**config.mk**
```make
export PLATFORM = sky130hd
export DESIGN_NAME = block_mean
export DESIGN_NICKNAME = d
export VERILOG_FILES = /design/src/common/pixel_pkg.sv /design/src/common/frame_pkg.sv /design/src/block_store/block_mean.sv
export SDC_FILE = /design/constraint.sdc
export NUM_CORES = 1
export LEC_CHECK = 0
export BUFFER_PORTS_ARGS = -buffer_cell sky130_fd_sc_hd__buf_4
export CAP_MARGIN = 20
export CORE_ASPECT_RATIO = 1.5
export CORE_MARGIN = 5
export CORE_UTILIZATION = 60
export CTS_CLUSTER_SIZE = 16
export DETAILED_ROUTE_END_ITERATION = 10
export PLACE_DENSITY = 0.79
export SLEW_MARGIN = 20
export SYNTH_ARGS = -nofsm -noshare
export SYNTH_HDL_FRONTEND = slang
export SYNTH_SLANG_ARGS = --single-unit
```
**constraint.sdc**
```tcl
create_clock -name clk -period 6.41 [get_ports clk]
set_input_delay 1.282 -clock clk [delete_from_list [all_inputs] [get_ports clk]]
set_output_delay 1.282 -clock clk [all_outputs]
set_load 0.03 [all_outputs]
```
**src/common/pixel_pkg.sv**
```systemverilog
`default_nettype none

package pixel_pkg;

    // One RGB pixel, three 8-bit channels
    typedef logic [23:0] pixel_t;

    // Position inside a µblock
    typedef logic [2:0] pix_col_t;
    typedef logic [3:0] pix_line_t;

    // Position of the µblock inside the slice
    typedef logic [2:0] blk_col_t;
    typedef logic [1:0] blk_line_t;

    // Packed as-is into the slice-store address
    typedef struct packed {
        pix_col_t  pixel_col;
        pix_line_t pixel_line;
        blk_col_t  block_col;
        blk_line_t block_line;
    } pixel_coord_t;

    typedef struct packed {
        pixel_t       data;
        logic         valid;
        pixel_coord_t coord;
    } framed_pixel_t;

    typedef struct packed {
        pixel_t    mean;
        blk_col_t  block_col;
        blk_line_t block_line;
    } block_mean_t;

endpackage

`default_nettype wire

```
**src/common/frame_pkg.sv**
```systemverilog
`default_nettype none

package frame_pkg;

    // Slice geometry, in pixels, lines and µblocks
    localparam int unsigned px_per_block_col = 8;
    localparam int unsigned lines_per_block  = 16;
    localparam int unsigned blocks_per_row   = 5;
    localparam int unsigned block_rows       = 3;

    typedef logic [11:0] slice_addr_t;

    // Word as delivered by the camera port
    typedef struct packed {
        logic [23:0] rgb;
        logic        hsync;
        logic        vsync;
    } cam_word_t;

    typedef logic [7:0] slice_cnt_t;

endpackage

`default_nettype wire

```
**src/block_store/block_mean.sv**
```systemverilog
`default_nettype none

module block_mean import pixel_pkg::*, frame_pkg::*; (
    input  logic          clk,
    input  logic          nrst,
    input  framed_pixel_t framed,
    output logic          mean_valid,
    output block_mean_t   mean_out
);

    // 128 pixels of up to 255 fit in 15 bits
    localparam int sum_w      = 15;
    localparam int mean_shift = $clog2(px_per_block_col * lines_per_block);

    typedef logic [sum_w-1:0] chan_sum_t;

    typedef struct packed {
        chan_sum_t hi;
        chan_sum_t mid;
        chan_sum_t lo;
    } rgb_sum_t;

    rgb_sum_t sums [blocks_per_row];
    rgb_sum_t base;
    rgb_sum_t next_sum;
    blk_col_t col;
    logic     first_pixel;
    logic     last_pixel;

    function automatic logic [7:0] chan_mean(chan_sum_t sum);
        chan_sum_t shifted;
        shifted = sum >> mean_shift;
        return shifted[7:0];
    endfunction

    assign col = framed.coord.block_col;

    assign first_pixel = (framed.coord.pixel_col == '0) &&
                         (framed.coord.pixel_line == '0);
    assign last_pixel  =
        (framed.coord.pixel_col  == pix_col_t'(px_per_block_col - 1)) &&
        (framed.coord.pixel_line == pix_line_t'(lines_per_block - 1));

    // A block's first pixel drops anything left by an interrupted frame
    assign base = first_pixel ? '0 : sums[col];

    assign next_sum.hi  = base.hi  + chan_sum_t'(framed.data[23:16]);
    assign next_sum.mid = base.mid + chan_sum_t'(framed.data[15:8]);
    assign next_sum.lo  = base.lo  + chan_sum_t'(framed.data[7:0]);

    always_ff @(posedge clk or negedge nrst) begin
        if (!nrst) begin
            for (int i = 0; i < blocks_per_row; i++) begin
                sums[i] <= '0;
            end
            mean_valid <= 1'b0;
        end else begin
            mean_valid <= 1'b0;
            if (framed.valid) begin
                if (last_pixel) begin
                    sums[col]  <= '0;
                    mean_valid <= 1'b1;
                end else begin
                    sums[col] <= next_sum;
                end
            end
        end
    end

    // Result register, loaded with the block just closed
    always_ff @(posedge clk) begin
        if (framed.valid && last_pixel) begin
            mean_out.mean       <= {chan_mean(next_sum.hi),
                                    chan_mean(next_sum.mid),
                                    chan_mean(next_sum.lo)};
            mean_out.block_col  <= framed.coord.block_col;
            mean_out.block_line <= framed.coord.block_line;
        end
    end

endmodule

`default_nettype wire

```
# Word level (Yosys, flattened, before mapping)
# Cells that the tools add are included.
[word_totals] reg_bits=255 in_bits=39 output_inout_bits=30
[op_classes] addsub=3 order_cmp=2 n_eq_ne=2 muxes=10 bitwise=3 reduce_logical=6
[ops] cell="$and 225x225->225" n=1
[ops] cell="$bwmux 225" n=1
[ops] cell="$mux 225" n=1
[ops] cell="$not 225->225" n=1
[ops] cell="$mux 45" n=4
[ops] cell="$bmux 45 s3" n=1
[ops] cell="$demux 45 s3" n=1
[ops] cell="$add 15x8->15" n=3
[ops] cell="$eq 4x4->1 const B" n=1
[ops] cell="$ge 4x4->1 const B" n=1
[ops] cell="$logic_and 1x1->1" n=4
[ops] cell="$logic_not 4->1" n=1
[ops] cell="$lt 4x1->1 const B" n=1
[ops] cell="$not 3->4" n=1
[ops] cell="$eq 3x3->1 const B" n=1
[ops] cell="$logic_not 3->1" n=1
[ops] cell="$mux 1" n=2

# Depth between registers and ports, before layout
# Gate-level depths: netlist of run 1.
[logic_depth] ltp_word=8 mapped_depth=19 depth_no_buf=13

# Worst setup path after synthesis of run 1
# Ideal clock, no wire load.
[synth_timing] path_kind="in2reg" start="input framed[6] (netlist name)" end="register mean_out[26] (netlist name), data pin" setup_time_ns=0.267 t_arrival_ns=4.802 slack_ns=1.340 stages=14 path_buffers=3 path_cell_list="or4_4 > nor4_4 > buf_2 > buf_1 > buf_2 > nor2_1 > ha_1 > fa_1 > a211oi_1 > o21bai_1 > a221oi_1 > nand3b_2 > xnor2_1 > nor2_1"
[synth_rtl] element="from (decl)" line_no="block_mean.sv:6" text="input framed_pixel_t framed,"
[synth_rtl] element="to (decl)" line_no="block_mean.sv:8" text="output block_mean_t mean_out"

==> results of run 1 <==
==> sequential cells by signal, summed over array words and instances (netlist names) <==
signal / cells
sums: 225
mean_out: 29
mean_valid: 1
==> tightest hold or removal path, delay by kind of cell (launching register included) <==
family          cells  cell delay [ps]
simple gates        1               40
compound gates      1               60
flops               1              340
==> stage by stage <==
stage,setup WS (ps),hold WS [ps],utilization [%],instances
after floorplan,1340,441.9,-,1286
after global placement,985.6,456.3,63.51,1556
after detailed placement,1070,464.7,63.53,1556
after CTS,1613,479.6,67.28,1600
after global routing,1357,501.9,67.28,1600
final,1563,475.7,67.28,1600
==> routing by layer <==
| layer | up-vias | share of wire (%) | global-route usage, % |
|---|---|---|---|
| met1 | 4923 | 38 | 33.67 |
| li1 | 4648 | - | - |
| met2 | 343 | 52 | 49.34 |
| met4 | 0 | 3.6 | 10.58 |
| met3 | 81 | 6.1 | 3.790 |
| met5 | - | 0 | 0 |
==> cells by family after synthesis <==
kind of cell,after synthesis
compound gates,423
simple gates,391
flops,255
buf+inv,105
mux,54
xor+xnor,31
fa+ha+maj,27
==> area by class of cell <==
cell class,count,area (sq um)
inverters,16,60.06
fillers,1621,6839
repair buffers,91,690.7
flip-flops and latches,255,6526
well taps,268,335.3
clock inverters,7,62.56
multi-input cells,926,5667
clock buffers,37,720.7
==> synth_stat cells (all sizes together), types with 3 or more instances <==
cell type / count / share of area, %
nand3b: 4 / 0.27
a221oi: 3 / 0.21
a22oi: 62 / 3.7
mux2i: 17 / 1.3
and4: 3 / 0.21
inv: 16 / 0.48
nor2: 69 / 2.1
clkbuf: 60 / 1.8
o22a: 24 / 1.7
o21ai: 192 / 7.6
a21o: 8 / 0.48
ha: 24 / 2.4
a21oi: 36 / 1.4
nand2b: 8 / 0.40
nor2b: 5 / 0.25
xnor2: 16 / 1.2
fa: 3 / 0.48
a211oi: 13 / 0.77
o21bai: 5 / 0.30
nand3: 9 / 0.36
and3: 3 / 0.15
a22o: 5 / 0.35
o21a: 7 / 0.48
a2bb2oi: 6 / 0.42
xor2: 15 / 1.0
nor3: 9 / 0.36
nand4: 4 / 0.25
nand2: 252 / 7.5
buf: 29 / 1.4
mux2: 37 / 3.3
or4: 3 / 0.24
edfxtp: 29 / 6.9
or2: 5 / 0.25
a21boi: 4 / 0.24
o22ai: 9 / 0.45
and2: 5 / 0.25
o31ai: 35 / 2.2
dfrtp: 226 / 45
==> how the worst max path moves through the flow <==
stage,start,end,cells past startpoint
floorplan,framed[6],mean_out[26]$_DFFE_PP_,14
global placement,framed[3],mean_out[8]$_DFFE_PP_,14
detailed placement,framed[3],mean_out[26]$_DFFE_PP_,13
CTS,framed[3],mean_out[26]$_DFFE_PP_,13
global route,framed[3],mean_out[27]$_DFFE_PP_,14
finish,framed[3],mean_out[26]$_DFFE_PP_,13
==> power by group <==
part / internal (mW) / switching, mW
Combinational: 0.470 / 0.670
Sequential: 2.03 / 0.205
Clock: 0.814 / 0.616
Total: 3.31 / 1.49
==> results_tabular.tex, run 1 <==
\begin{tabular}{lr}
\hline
Metric & Value \\
\hline
\multicolumn{2}{l}{\textbf{Clock tree}} \\
Clock slew at reported path FFs & 60 ps \\
Clock latency at the later pin of the worst-skew pair & 530 ps \\
CTS resizes & 0 \\
Number of sinks handled by clock tree synthesis & 255 \\
Clk root buf & sky130\_fd\_sc\_hd\_\_clkbuf\_16 \\
Maximum level of the CTS H-tree & 1 \\
Post-CTS setup repair buffer count & 0 \\
\# hold bufs at CTS & 0 \\
Clock buffers created by TritonCTS & 24 \\
Max Buffers Root-to-Sink & 3 \\
TritonCTS clock tree & yes \\
\multicolumn{2}{l}{\textbf{Logic synthesis}} \\
Avg Synthesized Cell Area & 9.815 sq um \\
Net count after synthesis & 1352 \\
Synthesized-area fraction occupied by xor and xnor cells & between 2 and 2.5\% \\
Proportion of synthesized area in mux cells & 4.649\% \\
Number of flops mapped to enable cells by yosys & 29 \\
Synthesized-area fraction occupied by ao, oa, aoi and oai cells & approximately a fifth \\
Mapped cell area & 12620 sq um \\
Post-synthesis simple-gate area fraction & 13.69\% \\
Netlist cell types & 68 \\
Leading register cell type out of synthesis & sky130\_fd\_sc\_hd\_\_dfrtp\_1 \\
Dominant combinational cell family by area after synthesis & compound AO/OA/AOI/OAI gates \\
Yosys warning count & 0 \\
Post-synthesis async set-or-reset flop share & 88.63\% \\
Synthesized flop and latch total & 255 \\
Synthesized netlist cell count & 1286 \\
Adder and majority gate portion of the synthesized area & 2.855\% \\
Share of synthesized area occupied by flip-flops and latches & a little over 50\% \\
\multicolumn{2}{l}{\textbf{Power and ir drop}} \\
Peak supply drop & roughly 0.00026 V \\
Total leakage power & between 6 and 7 nW \\
Pwr/cell area & between 300 and 400 nW/um\^{}2 \\
Total power & 4.805 mW \\
\multicolumn{2}{l}{\textbf{Floorplanning}} \\
Core outline area & 20900 sq um \\
Effective utilization at floorplan & between 60\% and 70\% \\
Height of the die & between 150 and 200 microns \\
DIE AREA & 24100 sq um \\
Core Rows & 65 \\
Top-Level Pins & between 60 and 70 \\
Die width & 128.4 microns \\
\multicolumn{2}{l}{\textbf{GRT}} \\
Largest net degree at the start of global routing & 108 \\
First-pass GRT wire length & around 54000 microns \\
Tot GR Track Use & 27.70\% \\
Antenna violations before repair & 0 \\
Number of global-route vias before repair & 10430 \\
Total global routing overflow & 0 \\
\multicolumn{2}{l}{\textbf{Status}} \\
Run status & complete, no violations \\
\multicolumn{2}{l}{\textbf{Drt}} \\
Wire length per cell after detailed routing & 20.66 microns \\
Ratio of routed vias to standard cells & 6.247 \\
DRC violation count after routing & 0 \\
Detail Route Antenna Nets & 0 \\
Total Routed Length & about 33000 microns \\
Number of vias after detailed routing & about 10000 \\
1st-pass router iterations & 5 \\
Number of design-rule violations left by the first detailed-router iteration & 993 \\
\multicolumn{2}{l}{\textbf{Timing}} \\
Tightest slew margin relative to the limit & between 30\% and 40\% \\
Post-route clock period utilization & 75.62\% \\
Transition time at the pin with the least slew margin & between 1000 and 1500 ps \\
Maximum frequency from static timing analysis & about 210 MHz \\
Setup repair after global routing missed its margin & no \\
Accumulated negative setup slack & 0 ps \\
Number of endpoints with negative hold slack in the final report & 0 \\
Final period demand of the worst path & roughly 4800 ps \\
Final-report setup violation count & 0 \\
Max Clock Skew & 14.50 ps \\
Count of final max-slew check failures & 0 \\
\multicolumn{2}{l}{\textbf{Worst setup path}} \\
Sort of element at the end of the critical path & register \\
Maximum fanout along the worst path & 30 \\
Number of cells traversed by the worst register-to-register path & 12 \\
Worst path buffer plus inverter count & 3 \\
Worst path most repeated cell & sky130\_fd\_sc\_hd\_\_buf\_4 \\
Critical path, cell by cell & buf\_4, buf\_4, buf\_4, mux2\_2, a22oi\_1, o22a\_1, nor2\_1, ha\_1, and3\_1, a221oi\_1, nand3b\_2, xnor2\_1, nor2\_1 \\
Reg2Reg Launch Point & sums[75]\$\_DFFE\_PN0P\_ \\
R2r setup slk & 2820 ps \\
Worst Setup Path Type & in2reg \\
Startpoint class of the critical path & input pin \\
Signal arrival time at the worst endpoint & around 5100 ps \\
Critical path's slowest cell & sky130\_fd\_sc\_hd\_\_a221oi\_1 \\
Data required time at the worst endpoint & approximately 6700 ps \\
Worst r2r dst & mean\_out[26]\$\_DFFE\_PP\_ \\
Top cell family by delay on the critical path & buffers and inverters \\
Slowest stage delay, CP & between 700 and 800 ps \\
\multicolumn{2}{l}{\textbf{Layout}} \\
Total inserted antenna cells & 0 \\
Most common cell after layout, fill and taps aside & sky130\_fd\_sc\_hd\_\_nand2\_1 \\
Cell area after layout & 14060 sq um \\
Post-synthesis to final-layout area growth & 11.41\% \\
Proportion of layout cells with a drive suffix above 1 & 14.64\% \\
Highest-count cells in the layout ignoring fill and taps & 249 x sky130\_fd\_sc\_hd\_\_nand2\_1, 226 x sky130\_fd\_sc\_hd\_\_dfrtp\_1, 190 x sky130\_fd\_sc\_hd\_\_o21ai\_0 \\
Layout Nets & 1380 \\
\multicolumn{2}{l}{\textbf{Placed design}} \\
Final weighted congestion in routability-driven placement & 0.8339 \\
Cell area reported after detailed placement & 13280 sq um \\
DPL Wire Length & 20720 microns \\
Port Buffers & between 60 and 70 \\
\multicolumn{2}{l}{\textbf{Flow run}} \\
Maximum capacitance violations & 0 \\
\multicolumn{2}{l}{\textbf{Worst hold path}} \\
Worst hold path startpoint & sums[151]\$\_DFFE\_PN0P\_ \\
Worst hold path type & reg2reg \\
Min-Delay Path Depth & 2 \\
Sink of the worst hold path & sums[151]\$\_DFFE\_PN0P\_ \\
\hline
\end{tabular}
No activity file was read; power rests on OpenSTA's default activity.
==> run 2, diff against run 1 <==
Settings changed: ABC_AREA set to 1, CORE_UTILIZATION 60 to 55, PLACE_DENSITY 0.79 to 0.76.
Clock period 6.41 ns to 4.3 ns, I/O delays scaled along.
==> run 2 against run 1 <==
Register-to-register slack lost 1400 ps; final cell count grew 14%; combinational power grew 50%; critical path depth grew 4; die area grew 6.7%; routed wire length grew 6.3%; setup slack lost 930 ps.
==> results_tabular.tex, run 2 <==
\begin{tabular}{lr}
\hline
Metric & Value \\
\hline
\multicolumn{2}{l}{\textbf{Status}} \\
Run status & complete, no violations \\
\multicolumn{2}{l}{\textbf{Timing}} \\
Max Clock Skew & 13.07 ps \\
Post-route clock period utilization & 85.40\% \\
Final-report setup violation count & 0 \\
Maximum frequency from static timing analysis & 272.3 MHz \\
Tightest slew margin relative to the limit & approximately 24\% \\
Transition time at the pin with the least slew margin & 1136 ps \\
Accumulated negative setup slack & 0 ps \\
Final period demand of the worst path & about 3700 ps \\
Number of endpoints with negative hold slack in the final report & 0 \\
Final WS setup & 627.9 ps \\
Count of final max-slew check failures & 0 \\
Setup repair after global routing missed its margin & no \\
\multicolumn{2}{l}{\textbf{Placed design}} \\
Port Buffers & 68 \\
Final weighted congestion in routability-driven placement & approximately 0.94 \\
Placement-stage worst setup slack & roughly 120 ps \\
DPL Wire Length & 22440 microns \\
\multicolumn{2}{l}{\textbf{Drt}} \\
1st-pass router iterations & 5 \\
Number of design-rule violations left by the first detailed-router iteration & 1075 \\
Wire length per cell after detailed routing & 19.23 microns \\
Detail Route Antenna Nets & 0 \\
Number of vias after detailed routing & 10790 \\
Total Routed Length & roughly 35000 microns \\
Ratio of routed vias to standard cells & 5.903 \\
DRC violation count after routing & 0 \\
\multicolumn{2}{l}{\textbf{Worst hold path}} \\
Worst hold path type & in2async \\
\multicolumn{2}{l}{\textbf{Power and ir drop}} \\
Peak supply drop & 0.0003423 V \\
Total leakage power & between 6 and 7 nW \\
Pwr/cell area & 523.1 nW/um\^{}2 \\
\multicolumn{2}{l}{\textbf{Floorplanning}} \\
Core Rows & 67 \\
Core outline area & around 22000 sq um \\
DIE AREA & 25720 sq um \\
Height of the die & $\sim$190 microns \\
Die width & around 130 microns \\
Top-Level Pins & 69 \\
Effective utilization at floorplan & approximately 56\% \\
\multicolumn{2}{l}{\textbf{Logic synthesis}} \\
Synthesized flop and latch total & 255 \\
Number of flops mapped to enable cells by yosys & 29 \\
Net count after synthesis & 1528 \\
Mapped cell area & 12400 sq um \\
Netlist cell types & 42 \\
Adder and majority gate portion of the synthesized area & 2.905\% \\
Synthesized-area fraction occupied by xor and xnor cells & 0.9079\% \\
Share of synthesized area occupied by flip-flops and latches & 52.62\% \\
Most common cell in the synthesized netlist & sky130\_fd\_sc\_hd\_\_nand2\_1 \\
Proportion of synthesized area in mux cells & 2.018\% \\
Yosys warning count & 0 \\
Dominant combinational cell family by area after synthesis & simple AND/OR/NAND/NOR gates \\
Leading register cell type out of synthesis & sky130\_fd\_sc\_hd\_\_dfrtp\_1 \\
Post-synthesis async set-or-reset flop share & 88.63\% \\
Synthesized-area fraction occupied by ao, oa, aoi and oai cells & 14.77\% \\
Post-synthesis simple-gate area fraction & a little over a fifth \\
Synthesized netlist cell count & around 1500 \\
Synth top cells by count & 449 x sky130\_fd\_sc\_hd\_\_nand2\_1, 226 x sky130\_fd\_sc\_hd\_\_dfrtp\_1, 150 x sky130\_fd\_sc\_hd\_\_o21ai\_0 \\
Avg Synthesized Cell Area & 8.484 sq um \\
Post-synth top area share & 45.60\% \\
Most area-hungry cell type in the Yosys netlist & sky130\_fd\_sc\_hd\_\_dfrtp\_1 \\
Cell types occupying the most area after synthesis & sky130\_fd\_sc\_hd\_\_dfrtp\_1 46\%, sky130\_fd\_sc\_hd\_\_nand2\_1 14\%, sky130\_fd\_sc\_hd\_\_edfxtp\_1 7.0\% \\
\multicolumn{2}{l}{\textbf{Clock tree}} \\
Post-CTS setup repair buffer count & 0 \\
TritonCTS clock tree & yes \\
Maximum level of the CTS H-tree & 1 \\
Clock slew at reported path FFs & 70 ps \\
\# hold bufs at CTS & 0 \\
Max Buffers Root-to-Sink & 3 \\
Clock buffers created by TritonCTS & 24 \\
Clk root buf & sky130\_fd\_sc\_hd\_\_clkbuf\_16 \\
CTS resizes & 0 \\
Clock latency at the later pin of the worst-skew pair & $\sim$530 ps \\
Number of sinks handled by clock tree synthesis & 255 \\
\multicolumn{2}{l}{\textbf{Layout}} \\
Most common cell after layout, fill and taps aside & sky130\_fd\_sc\_hd\_\_nand2\_1 \\
Largest register by flop count & sums \\
Total inserted antenna cells & 0 \\
Proportion of layout cells with a drive suffix above 1 & 11.41\% \\
Utilization after layout & 64.06\% \\
Layout Nets & 1599 \\
Number of flip-flops under the largest register name & 225 \\
Highest-count cells in the layout ignoring fill and taps & 449 x sky130\_fd\_sc\_hd\_\_nand2\_1, 226 x sky130\_fd\_sc\_hd\_\_dfrtp\_1, 150 x sky130\_fd\_sc\_hd\_\_o21ai\_0 \\
Post-synthesis to final-layout area growth & 15.17\% \\
Largest regs & sums: 225 flops, mean\_out: 29 flops, mean\_valid: 1 flops \\
\multicolumn{2}{l}{\textbf{GRT}} \\
Total global routing overflow & 0 \\
Tot GR Track Use & 27.21\% \\
Antenna violations before repair & 0 \\
Number of global-route vias before repair & around 11000 \\
Largest net degree at the start of global routing & 110 \\
First-pass GRT wire length & 56390 microns \\
\multicolumn{2}{l}{\textbf{Worst setup path}} \\
Sort of element at the end of the critical path & register \\
Critical path launch point & framed[4] \\
Maximum fanout along the worst path & 18 \\
Worst Setup EP & sums[204]\$\_DFFE\_PN0P\_ \\
Reg2Reg Launch Point & sums[45]\$\_DFFE\_PN0P\_ \\
Data required time at the worst endpoint & 4730 ps \\
Number of cells traversed by the worst register-to-register path & 13 \\
Worst Setup Path Type & in2reg \\
Worst r2r dst & sums[188]\$\_DFFE\_PN0P\_ \\
Startpoint class of the critical path & input pin \\
Signal arrival time at the worst endpoint & 4100 ps \\
R2r setup slk & 1390 ps \\
\multicolumn{2}{l}{\textbf{Flow run}} \\
Maximum capacitance violations & 0 \\
\hline
\end{tabular}
-- run 2: cell types whose count changed after synthesis, moves of 37 or more --
cell / previous run / this run
sky130_fd_sc_hd__o21ai_0: 190 / 150
sky130_fd_sc_hd__mux2_2: 37 / 0
sky130_fd_sc_hd__nand3_1: 9 / 62
sky130_fd_sc_hd__inv_1: 15 / 106
sky130_fd_sc_hd__a22oi_1: 62 / 20
sky130_fd_sc_hd__nand2_1: 252 / 449
-- run 2: power by group --
| group | internal (mW) | total, mW | switching [mW] |
|---|---|---|---|
| Clock | 1.37 | 2.32 | 0.951 |
| Combinational | 0.648 | 1.71 | 1.06 |
| Sequential | 3.11 | 3.45 | 0.338 |
| Total | 5.13 | 7.47 | 2.35 |
-- run 2: per-layer routing --
metal  track usage, %  routed length, microns  vias to the layer above
met5                0                       0                        -
met4            14.52                    1743                        0
met3            3.583                    2433                      132
met2            47.53                   17610                      450
met1            32.55                   13350                     5218
li1                 -                       -                     4985
-- run 2: worst max-delay path, stage by stage --
cell and delay, ps:
sky130_fd_sc_hd__buf_4 150, sky130_fd_sc_hd__nor2_4 170, sky130_fd_sc_hd__nand2_1 190, sky130_fd_sc_hd__inv_2 430, sky130_fd_sc_hd__buf_4 320, sky130_fd_sc_hd__nand2_1 80
sky130_fd_sc_hd__a21oi_1 190, sky130_fd_sc_hd__ha_1 240, sky130_fd_sc_hd__nand2_1 100, sky130_fd_sc_hd__nor3_1 130, sky130_fd_sc_hd__nand2_1 70, sky130_fd_sc_hd__nand2_1 110
sky130_fd_sc_hd__nand4_1 100, sky130_fd_sc_hd__nand2_1 220, sky130_fd_sc_hd__xor2_1 340, sky130_fd_sc_hd__nand2_1 210, sky130_fd_sc_hd__o21ai_1 170
-- run 2: area by class of cell --
cell class | instances | area [sq um]
tap | 276 | 345.3
clock buffer | 27 | 633.1
timing repair buffer | 114 | 938.4
sequential | 255 | 6526
multi-input combinational | 1023 | 5184
fill | 1869 | 8014
inverter | 115 | 432.9
clock inverter | 17 | 225.2
-- run 2: per-stage QoR --
| stage | power (mW) | std cells | instance area, sq um | hold slack (ps) |
|---|---|---|---|---|
| finish | 7.473 | 1827 | 14290 | 317.7 |
| global route | 7.913 | 1827 | 14290 | 388.6 |
| CTS | 7.477 | 1827 | 14280 | 402.9 |
| detailed placement | 5.161 | 1783 | 13430 | 471.7 |
| global placement | 5.064 | 1783 | 13430 | 464.3 |
| floorplan | 4.610 | 1462 | 12400 | 449.5 |
-- run 2: how the worst min path moves through the flow --
stage,start,endpoint,slack [ps],cells after the start
3_5_place_dp,sums[41]$_DFFE_PN0P_,sums[41]$_DFFE_PN0P_,470,2
6_report,nrst,sums[46]$_DFFE_PN0P_,320,1
2_1_floorplan,sums[191]$_DFFE_PN0P_,sums[191]$_DFFE_PN0P_,450,2
3_3_place_gp,sums[11]$_DFFE_PN0P_,sums[11]$_DFFE_PN0P_,460,2
5_1_grt,nrst,sums[46]$_DFFE_PN0P_,390,1
4_1_cts,nrst,sums[46]$_DFFE_PN0P_,400,1
-- run 2: cells by family (layout without fill, tap and decap cells) --
family | count (synthesis) | after routing
AOI/OAI and AO/OA | 320 | 320
xor gates and xnor gates | 12 | 12
adders and majority gates | 27 | 27
buffers and inverters | 184 | 273
DFF | 255 | 255
muxes | 25 | 25
and+or+nand+nor | 639 | 639
==> run 3, diff against run 2 <==
--- a/config.mk
+++ b/config.mk
@@ -15,5 +15,4 @@
 export DETAILED_ROUTE_END_ITERATION = 10
 export PLACE_DENSITY = 0.76
-export SLEW_MARGIN = 20
 export SYNTH_ARGS = -nofsm -noshare
 export SYNTH_HDL_FRONTEND = slang
==> constraint.sdc (replaced) <==
create_clock -name clk -period 4.3 [get_ports clk]
set_input_delay 0.645 -clock clk [delete_from_list [all_inputs] [get_ports clk]]
set_output_delay 0.645 -clock clk [all_outputs]
set_load 0.03 [all_outputs]
==> run 3 against run 2 <==
Via count down 0.89%; combinational power about the same; non-clock buffer count down 6; highest routed layer unchanged; routed wire length down 1.2%; critical endpoint is now sums[205]$_DFFE_PN0P_; flip-flop and latch count unchanged.
==> results_tabular.tex, run 3 (synthesis gave the netlist of run 2 again) <==
\begin{tabular}{lr}
\hline
Metric & Value \\
\hline
\multicolumn{2}{l}{\textbf{Power and ir drop}} \\
Total leakage power & 6.882 nW \\
P\_sw & 2.284 mW \\
Power share of the sequential group & 47.6\% \\
Combinational group share of total power & between 20\% and 30\% \\
Total power & 7.244 mW \\
Internal power summed over all cells & 4.960 mW \\
Clock network power share & 29.1\% \\
Switching Share & 31.53\% \\
Pwr/cell area & 512.7 nW/um\^{}2 \\
Peak supply drop & $\sim$0.00036 V \\
\multicolumn{2}{l}{\textbf{Clock tree}} \\
Maximum level of the CTS H-tree & 1 \\
Number of sinks handled by clock tree synthesis & $\sim$260 \\
Clk root buf & sky130\_fd\_sc\_hd\_\_clkbuf\_16 \\
TritonCTS clock tree & yes \\
Max Buffers Root-to-Sink & 3 \\
Post-CTS setup repair buffer count & 0 \\
Clock latency at the later pin of the worst-skew pair & 530 ps \\
CTS resizes & 0 \\
Clock buffers created by TritonCTS & 24 \\
\# hold bufs at CTS & 0 \\
Clock slew at reported path FFs & $\sim$60 ps \\
\multicolumn{2}{l}{\textbf{Layout}} \\
Highest-count cells in the layout ignoring fill and taps & 449 x sky130\_fd\_sc\_hd\_\_nand2\_1, 226 x sky130\_fd\_sc\_hd\_\_dfrtp\_1, 150 x sky130\_fd\_sc\_hd\_\_o21ai\_0 \\
Proportion of layout cells with a drive suffix above 1 & 10.74\% \\
Most common cell after layout, fill and taps aside & sky130\_fd\_sc\_hd\_\_nand2\_1 \\
Number of flip-flops under the largest register name & 225 \\
Layout Nets & roughly 1600 \\
Utilization after layout & 63.37\% \\
Total inserted antenna cells & 0 \\
Largest regs & sums: 225 flops, mean\_out: 29 flops, mean\_valid: 1 flops \\
Cell area after layout & $\sim$14000 sq um \\
Largest register by flop count & sums \\
Post-synthesis to final-layout area growth & 13.92\% \\
\multicolumn{2}{l}{\textbf{Worst setup path}} \\
Worst Setup Path Type & in2reg \\
Worst r2r dst & sums[205]\$\_DFFE\_PN0P\_ \\
Sort of element at the end of the critical path & register \\
R2r setup slk & 1260 ps \\
Number of cells traversed by the worst register-to-register path & 13 \\
Signal arrival time at the worst endpoint & 3900 ps \\
Worst Setup EP & sums[205]\$\_DFFE\_PN0P\_ \\
Startpoint class of the critical path & input pin \\
Maximum fanout along the worst path & 14 \\
Critical path, cell by cell & buf\_4, nor2\_4, nand2\_2, inv\_1, buf\_4, a221oi\_1, a21oi\_1, ha\_1, a21oi\_1, o21ai\_0, a21oi\_1, nor3\_4, xor2\_1, nand2\_1, o21ai\_1 \\
Critical path launch point & framed[3] \\
Worst path most repeated cell & sky130\_fd\_sc\_hd\_\_a21oi\_1 \\
Data required time at the worst endpoint & 4750 ps \\
Slowest stage delay, CP & 510 ps \\
Reg2Reg Launch Point & sums[60]\$\_DFFE\_PN0P\_ \\
Critical path's slowest cell & sky130\_fd\_sc\_hd\_\_inv\_1 \\
\multicolumn{2}{l}{\textbf{Timing}} \\
Max Clock Skew & roughly 13 ps \\
Number of endpoints with negative hold slack in the final report & 0 \\
Transition time at the pin with the least slew margin & 1115 ps \\
Post-route clock period utilization & 80.44\% \\
Setup repair after global routing missed its margin & no \\
Accumulated negative setup slack & 0 ps \\
Final WS setup & 841.3 ps \\
Maximum frequency from static timing analysis & 289.1 MHz \\
Final-report setup violation count & 0 \\
Final period demand of the worst path & 3459 ps \\
Count of final max-slew check failures & 0 \\
Tightest slew margin relative to the limit & 25.54\% \\
\multicolumn{2}{l}{\textbf{Floorplanning}} \\
Height of the die & 193.9 microns \\
DIE AREA & roughly 26000 sq um \\
Effective utilization at floorplan & 55.62\% \\
Top-Level Pins & 69 \\
Die width & 132.6 microns \\
Core Rows & 67 \\
Core outline area & about 22000 sq um \\
\multicolumn{2}{l}{\textbf{Placed design}} \\
DPL Wire Length & 21940 microns \\
Port Buffers & just under 70 \\
Final weighted congestion in routability-driven placement & 0.9439 \\
Placement-stage worst setup slack & 390.3 ps \\
Cell area reported after detailed placement & $\sim$13000 sq um \\
\multicolumn{2}{l}{\textbf{GRT}} \\
First-pass GRT wire length & 56350 microns \\
Total global routing overflow & 0 \\
Number of global-route vias before repair & between 10000 and 15000 \\
Largest net degree at the start of global routing & 114 \\
Antenna violations before repair & 0 \\
Tot GR Track Use & 27.15\% \\
\multicolumn{2}{l}{\textbf{Drt}} \\
Detail Route met3 WL & 2160 microns \\
1st-pass router iterations & 6 \\
Ratio of routed vias to standard cells & $\sim$5.9 \\
DRC violation count after routing & 0 \\
Number of vias after detailed routing & 10690 \\
Met1 Wirelength & between 10000 and 15000 microns \\
Highest signal layer in the routed design & met4 \\
Number of design-rule violations left by the first detailed-router iteration & 943 \\
Wire length per cell after detailed routing & 19.07 microns \\
Amount of wire on met2 after detailed routing & 17690 microns \\
Detail Route Antenna Nets & 0 \\
Total Routed Length & $\sim$35000 microns \\
\multicolumn{2}{l}{\textbf{Status}} \\
Run status & complete, no violations \\
\multicolumn{2}{l}{\textbf{Flow run}} \\
Maximum capacitance violations & 0 \\
\multicolumn{2}{l}{\textbf{Worst hold path}} \\
Worst hold path type & in2async \\
\hline
\end{tabular}
## run 3: cell count changes in the layout (fill, tap and decap cells not counted), sizes merged
cell      before  now
clkbuf        27   39
bufinv         5    1
clkinvlp       5    0
buf          114  108
inv          113  114
clkinv         9    5
## run 3: how the worst min path moves through the flow
| stage | start | endpoint | slack (ps) | cells past startpoint |
|---|---|---|---|---|
| 2_1_floorplan | nrst | mean_valid$_DFF_PN0_ | 350 | 0 |
| 3_3_place_gp | sums[11]$_DFFE_PN0P_ | sums[11]$_DFFE_PN0P_ | 460 | 2 |
| 3_5_place_dp | sums[11]$_DFFE_PN0P_ | sums[11]$_DFFE_PN0P_ | 470 | 2 |
| 4_1_cts | nrst | sums[48]$_DFFE_PN0P_ | 230 | 1 |
| 5_1_grt | nrst | sums[48]$_DFFE_PN0P_ | 280 | 1 |
| 6_report | nrst | sums[48]$_DFFE_PN0P_ | 170 | 1 |
## run 3: through the flow
stage	hold slack (ps)	instances
2_1_floorplan	349.4	1462
3_3_place_gp	463.3	1777
4_1_cts	232.5	1821
6_report	168.1	1821
5_1_grt	275.7	1821
3_5_place_dp	466.8	1777
## run 3: cell type report
type                            count  area [sq um]
Fill cell                        1908          8169
Multi-Input combinational cell   1023          5184
Tap cell                          276         345.3
Inverter                          115         431.7
Clock inverter                      5         46.29
Clock buffer                       39         728.2
Sequential cell                   255          6526
Timing Repair Buffer              108         868.3
## run 3: routing by layer
| metal | up-vias | global-route usage, % |
|---|---|---|
| met2 | 433 | 47.40 |
| met1 | 5171 | 33.75 |
| li1 | 4982 | - |
| met3 | 103 | 3.505 |
| met4 | 0 | 11.83 |
| met5 | - | 0 |
## run 3: worst max-delay path, delay by kind of cell
| kind | cells | cell delay [ps] |
|---|---|---|
| adders and majority gates | 1 | 330 |
| buffers and inverters | 3 | 1000 |
| and+or+nand+nor | 4 | 490 |
| AOI/OAI and AO/OA | 6 | 1230 |
| xor gates and xnor gates | 1 | 210 |
## run 3: power by group through the flow
stage	Sequential, mW	Combinational (mW)	Clock (mW)
finish	3.45	1.68	2.11
global route	3.52	1.93	2.24
CTS	3.43	1.68	2.14
detailed placement	3.47	1.66	0
global placement	3.45	1.60	0
floorplan	3.39	1.22	0
